--- src/verilog/mips_consts.svh ---
`ifndef MIPS_CONSTS_SVH
`define MIPS_CONSTS_SVH

`define WORD_W    32            // data and address width
`define REG_AW    5             // register number width
`define RESET_PC  32'h0000_3000 // first fetch address
`define NOP_INSTR 32'h0000_0000 // bubble, decodes as no write

// instruction field positions
`define OP_HI  31
`define OP_LO  26
`define RS_HI  25
`define RS_LO  21
`define RT_HI  20
`define RT_LO  16
`define RD_HI  15
`define RD_LO  11
`define FN_HI  5
`define FN_LO  0
`define IMM_HI 15
`define IMM_LO 0

`endif

--- src/verilog/mipsIsaPkg.sv ---
`default_nettype none
`include "mips_consts.svh"

package mipsIsaPkg;

    typedef logic [`WORD_W-1:0] wordT;
    typedef logic [`REG_AW-1:0] regAddrT;

    // primary opcode field
    typedef enum logic [5:0] {
        opSpecial = 6'h00,  // R-type, see funct
        opBeq     = 6'h04,
        opOri     = 6'h0d,
        opLui     = 6'h0f,
        opLw      = 6'h23,
        opSw      = 6'h2b
    } opcodeT;

    // funct field of opSpecial
    typedef enum logic [5:0] {
        fnAddu = 6'h21,
        fnSubu = 6'h23,
        fnAnd  = 6'h24,
        fnOr   = 6'h25,
        fnSlt  = 6'h2a
    } functT;

    typedef enum logic [2:0] {
        aluAdd,
        aluSub,
        aluAnd,
        aluOr,
        aluSlt,   // signed compare
        aluPassB  // lui goes through here
    } aluOpT;

endpackage

`default_nettype wire

--- src/verilog/pipePkg.sv ---
`default_nettype none
`include "mips_consts.svh"

package pipePkg;

    // where the written value comes from, wdNone means no write
    typedef enum logic [1:0] {
        wdNone = 2'd0,
        wdAlu  = 2'd1,
        wdMem  = 2'd2,
        wdExt  = 2'd3   // ready already in E
    } wdSrcT;

    typedef enum logic [1:0] {
        fwdReg   = 2'd0,  // register file value
        fwdFromE = 2'd1,
        fwdFromM = 2'd2,
        fwdFromW = 2'd3
    } fwdSelT;

    typedef logic [1:0] hazTimeT;

    ////////////////////////////////////////////////////////////
    // use times, cycles until the operand is needed
    ////////////////////////////////////////////////////////////
    localparam hazTimeT tUseBranch = 2'd0;
    localparam hazTimeT tUseAlu    = 2'd1;
    localparam hazTimeT tUseStore  = 2'd2;
    localparam hazTimeT tUseNone   = 2'd3;  // never stalls

    // new times, counted from the E stage
    localparam hazTimeT tNewNow  = 2'd0;
    localparam hazTimeT tNewAlu  = 2'd1;
    localparam hazTimeT tNewLoad = 2'd2;

endpackage

`default_nettype wire

--- src/verilog/executeStage.sv ---
`timescale 1ns/1ps
`default_nettype none
`include "mips_consts.svh"

module executeStage import mipsIsaPkg::*, pipePkg::*; (
    input  logic    clk,
    input  logic    rstN,
    input  logic    stall,
    input  wordT    dInstr,
    input  wordT    dPc,
    input  wordT    rdDataA,
    input  wordT    rdDataB,
    input  fwdSelT  dFwdRs,
    input  fwdSelT  dFwdRt,
    input  fwdSelT  eFwdRs,
    input  fwdSelT  eFwdRt,
    input  wordT    mFwdData,
    input  wordT    wFwdData,
    output logic    branchTaken,
    output wordT    branchTarget,
    output regAddrT dRs,
    output regAddrT dRt,
    output regAddrT eRs,
    output regAddrT eRt,
    output regAddrT eDest,
    output hazTimeT dUseRs,
    output hazTimeT dUseRt,
    output hazTimeT eNew,
    output wordT    mInstr,
    output wordT    mPc,
    output wordT    mAlu,
    output wordT    mStoreData
);

    logic [15:0] dImm, eImm;
    logic        dIsBeq, eUseImm;
    wordT        dRsVal, dRtVal, eInstr, ePc, eRsReg, eRtReg;
    wordT        eRsVal, eRtVal, eExt, eFwdData, aluB, aluOut;
    aluOpT       eAluOp;
    wdSrcT       eWdSrc;

    function automatic wordT pickOperand(input fwdSelT sel, input wordT regVal,
                                         input wordT eVal, input wordT mVal,
                                         input wordT wVal);
        case (sel)
            fwdFromE: return eVal;
            fwdFromM: return mVal;
            fwdFromW: return wVal;
            default:  return regVal;
        endcase
    endfunction

    ////////////////////////////////////////////////////////////
    // decode side, beq resolves here
    ////////////////////////////////////////////////////////////
    instrDecoder dDec (
        .instr(dInstr), .rs(dRs), .rt(dRt), .dest(), .imm(dImm), .aluOp(),
        .useImm(), .wdSrc(), .isBeq(dIsBeq), .isStore(), .useRs(dUseRs),
        .useRt(dUseRt), .newTime()
    );

    assign dRsVal = pickOperand(dFwdRs, rdDataA, eFwdData, mFwdData, wFwdData);
    assign dRtVal = pickOperand(dFwdRt, rdDataB, eFwdData, mFwdData, wFwdData);

    assign branchTaken  = dIsBeq && (dRsVal == dRtVal);
    assign branchTarget = dPc + 32'd4 + {{14{dImm[15]}}, dImm, 2'b00};

    // D/E register, bubble on stall
    always_ff @(posedge clk or negedge rstN) begin
        if (!rstN) begin
            eInstr <= `NOP_INSTR;
            ePc    <= '0;
        end else begin
            eInstr <= stall ? `NOP_INSTR : dInstr;
            ePc    <= stall ? '0 : dPc;
        end
    end

    always_ff @(posedge clk) begin
        eRsReg <= dRsVal;
        eRtReg <= dRtVal;
    end

    ////////////////////////////////////////////////////////////
    // execute
    ////////////////////////////////////////////////////////////
    instrDecoder eDec (
        .instr(eInstr), .rs(eRs), .rt(eRt), .dest(eDest), .imm(eImm), .aluOp(eAluOp),
        .useImm(eUseImm), .wdSrc(eWdSrc), .isBeq(), .isStore(), .useRs(),
        .useRt(), .newTime(eNew)
    );

    // lui upper half, ori zero-extends, lw/sw sign-extend
    assign eExt = (eAluOp == aluPassB) ? {eImm, 16'h0000} :
                  (eAluOp == aluOr)    ? {16'h0000, eImm} :
                                         {{16{eImm[15]}}, eImm};
    assign eFwdData = (eWdSrc == wdExt) ? eExt : '0;  // only lui is ready in E

    assign eRsVal = pickOperand(eFwdRs, eRsReg, eFwdData, mFwdData, wFwdData);
    assign eRtVal = pickOperand(eFwdRt, eRtReg, eFwdData, mFwdData, wFwdData);
    assign aluB   = eUseImm ? eExt : eRtVal;

    always_comb begin
        case (eAluOp)
            aluSub:   aluOut = eRsVal - aluB;
            aluAnd:   aluOut = eRsVal & aluB;
            aluOr:    aluOut = eRsVal | aluB;
            aluSlt:   aluOut = {31'd0, $signed(eRsVal) < $signed(aluB)};
            aluPassB: aluOut = aluB;
            default:  aluOut = eRsVal + aluB;
        endcase
    end

    // E/M register
    always_ff @(posedge clk or negedge rstN) begin
        if (!rstN) begin
            mInstr <= `NOP_INSTR;
            mPc    <= '0;
        end else begin
            mInstr <= eInstr;
            mPc    <= ePc;
        end
    end

    always_ff @(posedge clk) begin
        mAlu       <= aluOut;
        mStoreData <= eRtVal;  // may still be fixed up from W in M
    end

endmodule

`default_nettype wire

--- src/verilog/fetchStage.sv ---
`timescale 1ns/1ps
`default_nettype none
`include "mips_consts.svh"

module fetchStage import mipsIsaPkg::*; (
    input  logic clk,
    input  logic rstN,
    input  logic stall,
    input  logic branchTaken,
    input  wordT branchTarget,
    input  wordT instrData,
    output wordT instrAddr,
    output wordT dInstr,
    output wordT dPc
);

    wordT pc;
    wordT nextPc;

    // beq resolves in D, the slot after it is already being fetched
    assign nextPc = branchTaken ? branchTarget : pc + 32'd4;
    assign instrAddr = pc;

    always_ff @(posedge clk or negedge rstN) begin
        if (!rstN) begin
            pc <= `RESET_PC;
        end else if (!stall) begin
            pc <= nextPc;
        end
    end

    ////////////////////////////////////////////////////////////
    // F/D register
    ////////////////////////////////////////////////////////////
    always_ff @(posedge clk or negedge rstN) begin
        if (!rstN) begin
            dInstr <= `NOP_INSTR;
            dPc    <= '0;
        end else if (!stall) begin
            dInstr <= instrData;  // held, not cleared, on stall
            dPc    <= pc;
        end
    end

endmodule

`default_nettype wire

--- src/verilog/hazardUnit.sv ---
`timescale 1ns/1ps
`default_nettype none
`include "mips_consts.svh"

module hazardUnit import mipsIsaPkg::*, pipePkg::*; (
    input  regAddrT dRs,
    input  regAddrT dRt,
    input  hazTimeT dUseRs,
    input  hazTimeT dUseRt,
    input  regAddrT eDest,
    input  regAddrT mDest,
    input  regAddrT wDest,
    input  hazTimeT eNew,
    input  hazTimeT mNew,
    input  regAddrT eRs,
    input  regAddrT eRt,
    output logic    stall,
    output fwdSelT  dFwdRs,
    output fwdSelT  dFwdRt,
    output fwdSelT  eFwdRs,
    output fwdSelT  eFwdRt
);

    // operand not ready in time, nearest producer decides
    function automatic logic srcStall(input regAddrT src, input hazTimeT useT);
        if (src == '0)        return 1'b0;
        else if (src == eDest) return useT < eNew;
        else if (src == mDest) return useT < mNew;
        else                   return 1'b0;
    endfunction

    function automatic fwdSelT dSel(input regAddrT src);
        if (src == '0)         return fwdReg;
        else if (src == eDest) return fwdFromE;
        else if (src == mDest) return fwdFromM;
        else                   return fwdReg;  // W covered by regFile bypass
    endfunction

    function automatic fwdSelT eSel(input regAddrT src);
        if (src == '0)         return fwdReg;
        else if (src == mDest) return fwdFromM;
        else if (src == wDest) return fwdFromW;
        else                   return fwdReg;
    endfunction

    assign stall  = srcStall(dRs, dUseRs) | srcStall(dRt, dUseRt);
    assign dFwdRs = dSel(dRs);
    assign dFwdRt = dSel(dRt);
    assign eFwdRs = eSel(eRs);
    assign eFwdRt = eSel(eRt);

endmodule

`default_nettype wire

--- src/verilog/instrDecoder.sv ---
`timescale 1ns/1ps
`default_nettype none
`include "mips_consts.svh"

module instrDecoder import mipsIsaPkg::*, pipePkg::*; (
    input  wordT        instr,
    output regAddrT     rs,
    output regAddrT     rt,
    output regAddrT     dest,
    output logic [15:0] imm,
    output aluOpT       aluOp,
    output logic        useImm,
    output wdSrcT       wdSrc,
    output logic        isBeq,
    output logic        isStore,
    output hazTimeT     useRs,
    output hazTimeT     useRt,
    output hazTimeT     newTime
);

    opcodeT  op;
    functT   fn;
    regAddrT rd;
    aluOpT   rAluOp;
    logic    fnKnown;

    assign op  = opcodeT'(instr[`OP_HI:`OP_LO]);
    assign fn  = functT'(instr[`FN_HI:`FN_LO]);
    assign rs  = instr[`RS_HI:`RS_LO];
    assign rt  = instr[`RT_HI:`RT_LO];
    assign rd  = instr[`RD_HI:`RD_LO];
    assign imm = instr[`IMM_HI:`IMM_LO];

    // R-type function map
    always_comb begin
        fnKnown = 1'b1;
        case (fn)
            fnAddu:  rAluOp = aluAdd;
            fnSubu:  rAluOp = aluSub;
            fnAnd:   rAluOp = aluAnd;
            fnOr:    rAluOp = aluOr;
            fnSlt:   rAluOp = aluSlt;
            default: begin
                rAluOp  = aluAdd;
                fnKnown = 1'b0;  // includes the all-zero nop
            end
        endcase
    end

    always_comb begin
        // default is a bubble
        dest    = '0;
        aluOp   = aluAdd;
        useImm  = 1'b0;
        wdSrc   = wdNone;
        isBeq   = 1'b0;
        isStore = 1'b0;
        useRs   = tUseNone;
        useRt   = tUseNone;
        newTime = tNewNow;
        case (op)
            opSpecial: begin
                if (fnKnown) begin
                    dest    = rd;
                    aluOp   = rAluOp;
                    wdSrc   = wdAlu;
                    useRs   = tUseAlu;
                    useRt   = tUseAlu;
                    newTime = tNewAlu;
                end
            end
            opOri: begin
                dest    = rt;
                aluOp   = aluOr;
                useImm  = 1'b1;
                wdSrc   = wdAlu;
                useRs   = tUseAlu;
                newTime = tNewAlu;
            end
            opLui: begin
                dest   = rt;
                aluOp  = aluPassB;
                useImm = 1'b1;
                wdSrc  = wdExt;  // value known in E
            end
            opLw: begin
                dest    = rt;
                useImm  = 1'b1;
                wdSrc   = wdMem;
                useRs   = tUseAlu;
                newTime = tNewLoad;
            end
            opSw: begin
                useImm  = 1'b1;
                isStore = 1'b1;
                useRs   = tUseAlu;
                useRt   = tUseStore;  // data needed only in M
            end
            opBeq: begin
                isBeq = 1'b1;
                useRs = tUseBranch;
                useRt = tUseBranch;
            end
            default: ;
        endcase
    end

endmodule

`default_nettype wire

--- src/verilog/memWriteback.sv ---
`timescale 1ns/1ps
`default_nettype none
`include "mips_consts.svh"

module memWriteback import mipsIsaPkg::*, pipePkg::*; (
    input  logic    clk,
    input  logic    rstN,
    input  wordT    mInstr,
    input  wordT    mPc,
    input  wordT    mAlu,
    input  wordT    mStoreData,
    input  wordT    dataRdata,
    output wordT    dataAddr,
    output wordT    dataWdata,
    output logic    dataWe,
    output regAddrT mDest,
    output hazTimeT mNew,
    output wordT    mFwdData,
    output logic    wbWe,
    output regAddrT wbAddr,
    output wordT    wbData,
    output wordT    wbPc
);

    regAddrT mRt;
    logic    mIsStore;
    hazTimeT mNewTime;
    wordT    wInstr, wAlu, wMem;
    wdSrcT   wWdSrc;

    instrDecoder mDec (
        .instr(mInstr), .rs(), .rt(mRt), .dest(mDest), .imm(), .aluOp(),
        .useImm(), .wdSrc(), .isBeq(), .isStore(mIsStore), .useRs(),
        .useRt(), .newTime(mNewTime)
    );

    // one cycle less to go than in E
    assign mNew     = (mNewTime == 2'd0) ? 2'd0 : mNewTime - 2'd1;
    assign mFwdData = mAlu;  // ALU and lui results

    ////////////////////////////////////////////////////////////
    // data bus
    ////////////////////////////////////////////////////////////
    assign dataAddr  = mAlu;
    assign dataWe    = mIsStore;
    assign dataWdata = (wbWe && mRt != '0 && mRt == wbAddr) ? wbData : mStoreData;

    // M/W register
    always_ff @(posedge clk or negedge rstN) begin
        if (!rstN) begin
            wInstr <= `NOP_INSTR;
            wbPc   <= '0;
        end else begin
            wInstr <= mInstr;
            wbPc   <= mPc;
        end
    end

    always_ff @(posedge clk) begin
        wAlu <= mAlu;
        wMem <= dataRdata;
    end

    instrDecoder wDec (
        .instr(wInstr), .rs(), .rt(), .dest(wbAddr), .imm(), .aluOp(),
        .useImm(), .wdSrc(wWdSrc), .isBeq(), .isStore(), .useRs(),
        .useRt(), .newTime()
    );

    assign wbWe   = (wWdSrc != wdNone);
    assign wbData = (wWdSrc == wdMem) ? wMem : wAlu;

endmodule

`default_nettype wire

--- src/verilog/mips.sv ---
`timescale 1ns/1ps
`default_nettype none
`include "mips_consts.svh"

module mips import mipsIsaPkg::*, pipePkg::*; (
    input  logic    clk,
    input  logic    rstN,
    output wordT    instrAddr,
    input  wordT    instrData,
    output wordT    dataAddr,
    output wordT    dataWdata,
    output logic    dataWe,
    input  wordT    dataRdata,
    output logic    wbWe,
    output regAddrT wbAddr,
    output wordT    wbData,
    output wordT    wbPc
);

    logic    stall, branchTaken;
    wordT    branchTarget, dInstr, dPc, rdDataA, rdDataB;
    wordT    mInstr, mPc, mAlu, mStoreData, mFwdData, wFwdData;
    regAddrT dRs, dRt, eRs, eRt, eDest, mDest;
    hazTimeT dUseRs, dUseRt, eNew, mNew;
    fwdSelT  dFwdRs, dFwdRt, eFwdRs, eFwdRt;

    assign wFwdData = wbData;  // W value feeds back to the E muxes

    ////////////////////////////////////////////////////////////
    // input side
    ////////////////////////////////////////////////////////////
    fetchStage fetch (.*);

    ////////////////////////////////////////////////////////////
    // processing
    ////////////////////////////////////////////////////////////
    regFile grf (
        .clk(clk), .rstN(rstN), .rdAddrA(dRs), .rdAddrB(dRt),
        .wrAddr(wbAddr), .wrEn(wbWe), .wrData(wbData),
        .rdDataA(rdDataA), .rdDataB(rdDataB)
    );

    hazardUnit hazard (.wDest(wbAddr), .*);

    executeStage exec (.*);

    ////////////////////////////////////////////////////////////
    // output side
    ////////////////////////////////////////////////////////////
    memWriteback memWb (.*);

endmodule

`default_nettype wire

--- src/verilog/regFile.sv ---
`timescale 1ns/1ps
`default_nettype none
`include "mips_consts.svh"

module regFile import mipsIsaPkg::*; (
    input  logic    clk,
    input  logic    rstN,
    input  regAddrT rdAddrA,
    input  regAddrT rdAddrB,
    input  regAddrT wrAddr,
    input  logic    wrEn,
    input  wordT    wrData,
    output wordT    rdDataA,
    output wordT    rdDataB
);

    localparam int NumRegs = 1 << `REG_AW;

    wordT regs [1:NumRegs-1];  // $0 is not stored

    always_ff @(posedge clk or negedge rstN) begin
        if (!rstN) begin
            for (int i = 1; i < NumRegs; i++) begin
                regs[i] <= '0;
            end
        end else if (wrEn && wrAddr != '0) begin
            regs[wrAddr] <= wrData;
        end
    end

    // W write in the same cycle shows up on the read ports
    always_comb begin
        if (rdAddrA == '0)                     rdDataA = '0;
        else if (wrEn && wrAddr == rdAddrA)    rdDataA = wrData;
        else                                   rdDataA = regs[rdAddrA];

        if (rdAddrB == '0)                     rdDataB = '0;
        else if (wrEn && wrAddr == rdAddrB)    rdDataB = wrData;
        else                                   rdDataB = regs[rdAddrB];
    end

endmodule

`default_nettype wire
--- config.mk ---
export PLATFORM = sky130hd
export DESIGN_NAME = mips
export DESIGN_NICKNAME = d
export VERILOG_FILES = /design/src/verilog/mipsIsaPkg.sv /design/src/verilog/pipePkg.sv /design/src/verilog/executeStage.sv /design/src/verilog/fetchStage.sv /design/src/verilog/hazardUnit.sv /design/src/verilog/instrDecoder.sv /design/src/verilog/memWriteback.sv /design/src/verilog/mips.sv /design/src/verilog/regFile.sv
export VERILOG_INCLUDE_DIRS = /design/src /design/src/verilog
export SDC_FILE = /design/constraint.sdc
export NUM_CORES = 2
export LEC_CHECK = 0
export BUFFER_PORTS_ARGS = -buffer_cell sky130_fd_sc_hd__buf_2
export CAP_MARGIN = 5
export CORE_MARGIN = 2
export CORE_UTILIZATION = 35
export DETAILED_ROUTE_END_ITERATION = 7
export PLACE_DENSITY = 0.48
export SKIP_LAST_GASP = 1
export SYNTH_ARGS = -nofsm -noshare
export SYNTH_HDL_FRONTEND = slang
export SYNTH_SLANG_ARGS = --single-unit
--- constraint.sdc ---
create_clock -name clk -period 9.7 [get_ports clk]
set_clock_uncertainty 0.15 [all_clocks]
set_input_delay 0.485 -clock clk [delete_from_list [all_inputs] [get_ports clk]]
set_output_delay 0.485 -clock clk [all_outputs]
set_load 0.05 [all_outputs]
After elaboration in Yosys (flattened, before gate mapping)
Index checks and enable logic that the tools add are counted.
{"block": "classes", "n_reduce_logical": 28, "addsub": 6, "n_lt_le_gt_ge": 9, "n_bitwise": 6, "n_mux": 72, "eq_ne": 66}
{"op": "bitwise mux 992 bit", "count": 1}
{"op": "two-way mux 32 bit", "count": 18}
{"op": "case mux 32 bit (3 select lines)", "count": 4}
{"op": "binary-select mux 32 bit (select 5 bit)", "count": 2}
{"op": "== test 6 bit, second input constant", "count": 27}
{"op": "demux 32 bit (select 5 bit)", "count": 1}
{"op": "case mux 32 bit (5 select lines)", "count": 1}
{"op": "adder 32 x 3 -> 32 bit, second input constant", "count": 2}
{"op": "adder 32 bit", "count": 2}
{"op": "== test 5 bit", "count": 11}
{"op": "== test 6 x 4 -> 1 bit, second input constant", "count": 7}
{"op": "bitwise AND 32 bit", "count": 1}
{"op": "== test 32 bit", "count": 1}
{"op": "< comparator 32 bit", "count": 1}
{"op": "bitwise OR 32 bit", "count": 1}
{"op": "subtractor 32 bit", "count": 1}
{"op": "case mux 5 bit (2 select lines)", "count": 3}
{"op": "two-way mux 2 bit", "count": 14}
{"op": "zero test 6 bit", "count": 4}
{"op": "case mux 2 bit (3 select lines)", "count": 4}
{"op": "== test 2 bit, second input constant", "count": 10}
{"op": "zero test 5 bit", "count": 4}
{"op": "OR reduction 5 bit", "count": 4}
{"op": ">= comparator 6 bit, second input constant", "count": 3}
{"op": "22 further kinds", "count": 60}
{"block": "totals", "out_inout_bits": 167, "inputBits": 66, "register_bits": 1472, "wordCells": 233}

Longest topological paths before layout
{"block": "depth", "ltp_word": 14, "mapped_depth": 32, "ltp_nobuf": 30}

Cells and area by module
Synthesis repeated with hierarchy kept, for this count alone.
{"block": "hier_totals", "hier_cells": 6659, "area_unflattened_um2": 83332.4}
{"mod": "regFile", "seq_area_each_um2": 24823.8, "area_per_inst_um2": 54139.4, "cells_per_inst": 3731, "instances": 1}
{"mod": "executeStage", "seq_area_each_um2": 5765.5, "area_per_inst_um2": 17699.5, "cells_per_inst": 1886, "instances": 1}
{"mod": "memWriteback", "seq_area_each_um2": 2882.8, "area_per_inst_um2": 4400.5, "cells_per_inst": 277, "instances": 1}
{"mod": "fetchStage", "seq_area_each_um2": 2404.8, "area_per_inst_um2": 4367.9, "cells_per_inst": 380, "instances": 1}
{"mod": "instrDecoder", "seq_area_each_um2": 0.0, "area_per_inst_um2": 510.5, "cells_per_inst": 73, "instances": 4}
{"mod": "hazardUnit", "seq_area_each_um2": 0.0, "area_per_inst_um2": 683.2, "cells_per_inst": 93, "instances": 1}

Least setup slack after synthesis
OpenSTA, ideal clock, no wires.
{"block": "synth_timing", "path_type": "register to register", "startpoint": "register exec.mInstr[27]", "endpoint": "register exec.mAlu[30]", "synth_period_minus_slack_ns": 6.429, "path_buffers": 2, "setup_slack_ns": 3.271, "path_stages_with_launch": 28, "setup_ns": 0.123, "required_time_ns": 9.427, "arrival_ns": 6.156, "cell_sequence": "dfrtp_1 -> or4b_1 -> a211oi_2 -> buf_2 -> a31oi_1 -> xor2_1 -> nand2_1 -> nor4_1 -> o22ai_1 -> clkbuf_1 -> nor3_1 -> a21oi_1 -> nand2_1 -> ha_1 -> nand2b_1 -> a21oi_1 -> o21bai_1 -> a21o_1 -> a21oi_1 -> o21bai_1 -> a2111oi_0 -> o311ai_0 -> a32o_1 -> o31ai_1 -> a21oi_1 -> o211ai_1 -> a211oi_1 -> or2_2"}
{"block": "synth_via", "elab_chain_cells": 11, "elab_cells_between_ends": 26, "cone_classes": "2 x add/sub; 11 x eq/ne; 9 x mux; 2 x bitwise; 2 x reduce/logical"}
{"element": "from (decl)", "line": "executeStage.sv:29", "source": "output wordT mInstr,"}
{"element": "from (signal assigned)", "line": "executeStage.sv:117", "source": "mInstr <= `NOP_INSTR;"}
{"element": "from (signal assigned)", "line": "executeStage.sv:120", "source": "mInstr <= eInstr;"}
{"element": "== test 6 bit or == test 6 x 4 -> 1 bit (tied branches)", "line": "instrDecoder.sv:61", "source": "case (op)"}
{"element": "OR reduction 3 bit (no line)"}
{"element": "case mux 5 bit (2 select lines) *", "line": "instrDecoder.sv:61"}
{"element": "== test 5 bit", "line": "hazardUnit.sv:41", "source": "else if (src == mDest) return fwdFromM;"}
{"element": "two-way mux 2 bit", "line": "hazardUnit.sv:41"}
{"element": "two-way mux 2 bit", "line": "hazardUnit.sv:40", "source": "if (src == '0) return fwdReg;"}
{"element": "== test 2 bit or == test 2 x 1 -> 1 bit (tied branches)", "line": "executeStage.sv:45", "source": "case (sel)"}
{"element": "case mux 32 bit (3 select lines)", "line": "executeStage.sv:45"}
{"element": "two-way mux 32 bit", "line": "executeStage.sv:101", "source": "assign aluB = eUseImm ? eExt : eRtVal;"}
{"element": "adder 32 bit (tied with other cells)", "line": "executeStage.sv:110", "source": "default: aluOut = eRsVal + aluB;"}
{"element": "case mux 32 bit (5 select lines) *", "line": "executeStage.sv:104", "source": "case (eAluOp)"}
{"element": "net exec.aluOut[30]", "line": "executeStage.sv:38", "source": "wordT eRsVal, eRtVal, eExt, eFwdData, aluB, aluOut;"}
{"element": "to (signal assigned)", "line": "executeStage.sv:126", "source": "mAlu <= aluOut;"}
{"element": "to (decl)", "line": "executeStage.sv:31", "source": "output wordT mAlu,"}
Mark *: on every way through the listed nets, which the timed path passes. The rest lies on a longest branch.
A chain may end at the register's enable or synchronous reset.

Final worst setup path
{"block": "layout_timing", "startpoint": "register memWb.wInstr[28]", "endpoint": "register exec.mAlu[30]"}
{"block": "layout_via", "elab_chain_cells": 12, "elab_cells_between_ends": 31, "cone_classes": "2 x add/sub; 12 x eq/ne; 13 x mux; 2 x bitwise; 2 x reduce/logical"}
{"element": "from (decl)", "line": "memWriteback.sv:28", "source": "wordT wInstr, wAlu, wMem;"}
{"element": "from (signal assigned)", "line": "memWriteback.sv:51", "source": "wInstr <= `NOP_INSTR;"}
{"element": "from (signal assigned)", "line": "memWriteback.sv:54", "source": "wInstr <= mInstr;"}
{"element": "== test 6 bit or == test 6 x 4 -> 1 bit (tied branches)", "line": "instrDecoder.sv:61"}
{"element": "OR reduction 3 bit (no line)"}
{"element": "case mux 5 bit (2 select lines)", "line": "instrDecoder.sv:61"}
{"element": "== test 5 bit", "line": "hazardUnit.sv:42", "source": "else if (src == wDest) return fwdFromW;"}
{"element": "two-way mux 2 bit", "line": "hazardUnit.sv:42"}
{"element": "two-way mux 2 bit", "line": "hazardUnit.sv:41"}
{"element": "two-way mux 2 bit", "line": "hazardUnit.sv:40"}
{"element": "== test 2 bit or == test 2 x 1 -> 1 bit (tied branches)", "line": "executeStage.sv:45"}
{"element": "case mux 32 bit (3 select lines)", "line": "executeStage.sv:45"}
{"element": "two-way mux 32 bit", "line": "executeStage.sv:101"}
{"element": "adder 32 bit (tied with other cells)", "line": "executeStage.sv:110"}
{"element": "case mux 32 bit (5 select lines) *", "line": "executeStage.sv:104"}
{"element": "net exec.aluOut[30]", "line": "executeStage.sv:38"}
Marks and branches as above.

==> metrics.yaml <==
layout:
  stdcell_count: 10070
  finalNetCount: 7316
  finish.instance_area_um2: 86700
  final_common_cell: "dfrtp_1"
  most-common-layout-cells: "dfrtp_1 (1248), a21oi_1 (909), nor2_1 (842)"
  layout-drive-gt1-share_pct: 20.0
  syn_to_final_growth_pct: 15.0
floorplanning:
  floorplan.initialDensity_pct: 35.2
  ios: 233
  die_area_um2: 219000
  coreArea_um2: 214000
  die_h_um: 468
  rows: 170
  die_w_um: 468
power_and_ir_drop:
  power_density_nw_per_um2: 202
  ir_drop_mv: 0.193
  power_mw: 17.5
  power_leakage_nw: 38.1
timing:
  setup_tns_ps: 0
  slew_viol_final: 0
  period_minus_slack_ps: 8750
  setup_viol: 0
  final_hold_viol_count: 0
  rsz0062_at_grt: "false"
  tightest_slew_ps: 1340
  max_freq_ghz: 0.114
  slew_headroom_pct: 10.8
  fin_crit_sh_pct: 90.2
placed_design:
  place.gp.congestion: 0.902
  dpl.cell_count: 9692
  placed_area_um2: 79900
  portBuffers: 232
  place_hpwl_um: 172000
clock_network:
  worstSkewPairLatency_ps: 840
  ctsResizeCount: 0
  root_buffer: "clkbuf_16"
  cts_tree: "built"
  clkTransAtPathRegs_ps: 60
  cts_made_buffers: 168
  htreeDepth: 4
  clock_path_buffers: 3
  cts.sinks: 1452
global_route:
  grt_pass1_vias: 56751
  grt_pass1_wl_um: 399000
  grt_overflow: 0
  antenna_found_initial: 13
  grt_max_degree: 158
  grt_usage_pct: 24.8
synth:
  synth-edff-count: 0
  synth_compound_area_share_pct: 14.0
  synth_top_family_by_area: "multiplexers"
  netlist_area_um2: 75300
  synthMuxAreaShare_pct: 20.2
  synth_top_area_cell: "dfrtp_1"
  synth.avg_cell_area_um2: 10.7
  ys_seq_elements: 1452
  synth.area.top_cells: "dfrtp_1 (42%), mux4_2 (17%), a21oi_1 (6.0%)"
  yosysTopAreaCellShare_pct: 41.8
  synth-xor-area-share_pct: 1.08
  ys.flop_type: "dfrtp_1"
  async_flop_share_pct: 86.8
  synth_seq_area_share_pct: 47.0
  syn_inst: 7056
  synth-simple-area-share_pct: 11.1
  synthAdderAreaFrac_pct: 2.70
  synth_warnings: 0
  synthDistinctLibCells: 101
critical_path:
  path_class: "flip-flop to flip-flop"
  crit_path_max_fanout: 17
  endpoint_kind: "flip-flop"
  cp-start-kind: "flip-flop"
  critPathSlowestCell: "nand4b_1"
  worstPathArrival_ps: 9320
  cpMostUsedCell: "a21oi_1"
  worstPathRequired_ps: 10280
  slowest_delay_ps: 910
detailed_routing:
  ant_nets: 0
  wl_um: 272000
  viasPerCell: 5.63
  firstDrtPassIters: 6
  drc: 0
  num_vias: 56744
  avgRoutedWirePerCell_um: 27.0
  drt_iter0_markers: 5012
hold_path:
  hold_path.class: "input port to async pin"
outcome:
  outcome: "finished, final reports clean"
run:
  drv_cap: 0
==> critical path: cells and delay by family (launching register included) <==
family / cells / cell delay, ps
AO/OA/AOI/OAI: 17 / 4540
AND/OR/NAND/NOR: 7 / 2760
adder cells (fa/ha/maj): 2 / 480
flip-flops: 1 / 400
buffers and inverters: 2 / 300
==> final cells by class <==
type | count | area, um^2
Fill cell | 20495 | 128000
Clock buffer | 236 | 4940
Tap cell | 2838 | 3550
Clock inverter | 75 | 1160
Inverter | 182 | 684
Sequential cell | 1452 | 35400
Timing Repair Buffer | 447 | 3220
Multi-Input combinational cell | 4838 | 37700
Antenna cell | 2 | 5.00
==> power breakdown <==
group | switching (mW) | internal, mW | total (mW)
clock network | 2.77 | 4.22 | 6.99
registers | 0.478 | 6.50 | 6.97
logic | 2.35 | 1.16 | 3.51
total | 5.60 | 11.9 | 17.5
==> layer usage <==
metal | GRT usage (%) | vias up | part of all wire [%] | wire length, um
met2 | 40.0 | 1758 | 47 | 128000
met4 | 10.2 | 6 | 4.4 | 12100
met1 | 33.0 | 29069 | 42 | 115000
met5 | 0 | - | 0.015 | 41
li1 | - | 25447 | - | -
met3 | 4.14 | 464 | 6.0 | 16200
==> logic make-up (layout without fill, tap and decap cells) <==
| group | after synthesis | in the layout |
|---|---|---|
| buffers and inverters | 767 | 940 |
| other | 1 | 4 |
| muxes | 787 | 787 |
| DFF | 1452 | 1452 |
| adders and majority gates | 161 | 161 |
| and+or+nand+nor | 1980 | 1980 |
| xor gates and xnor gates | 93 | 93 |
| AOI/OAI and AO/OA | 1815 | 1815 |
==> repair_timing <==
item                      in CTS  in global routing
hold endpoints to repair     175                  0
hold buffers                  65                  0
setup buffers                  0                  0
==> sequential cells by signal, summed over array words and instances, names as in the netlist <==
register / flops
fetch.instrAddr: 32
grf.regs: 992
fetch.dPc: 32
exec.mPc: 32
exec.eInstr: 32
exec.mStoreData: 32
exec.eRtReg: 32
memWb.wAlu: 32
memWb.wInstr: 22
exec.mInstr: 22
fetch.dInstr: 32
memWb.wbPc: 32
memWb.wMem: 32
exec.eRsReg: 32
exec.ePc: 32
exec.mAlu: 32
==> stage by stage <==
step	hold slack (ps)	util (%)	worst slack (ps)
2_1_floorplan	39.4	-	3270
3_3_place_gp	183	37.3	1420
3_5_place_dp	185	37.3	1240
4_1_cts	73.3	40.5	1200
5_1_grt	107	40.5	309
6_report	104	40.5	953
==> synth_stat cells (22+ instances only) <==
library cell / count
nand2b_1: 23
xnor2_1: 56
a221oi_1: 22
nor3_1: 71
dfrtp_1: 1258
buf_2: 55
dfxtp_1: 192
a22o_1: 91
nor2_1: 864
o211ai_1: 43
a21oi_1: 910
mux2_2: 70
ha_1: 158
clkbuf_1: 455
o21ai_0: 451
mux4_2: 576
and2_1: 77
a22oi_1: 29
mux2i_1: 135
nand2_1: 777
nand3_1: 42
xor2_1: 37
a21o_1: 36
o22ai_1: 33
buf_1: 60
inv_1: 177
==> worst paths after layout <==
kind / start / cells past startpoint / end / slack (ps)
setup / recovery: memWb.wInstr[28] / 28 / exec.mAlu[30] / 950
hold / removal: rstN / 2 / grf.regs[230] / 100
setup reg to reg: memWb.wInstr[28] / 28 / exec.mAlu[30] / 950
hold reg to reg: exec.ePc[12] / 0 / exec.mPc[12] / 190
max in group asynchronous: rstN / 4 / fetch.dInstr[20] / 6800
min in group clk: dataRdata[25] / 2 / memWb.wMem[25] / 130
(Power assumes the default switching activity.)
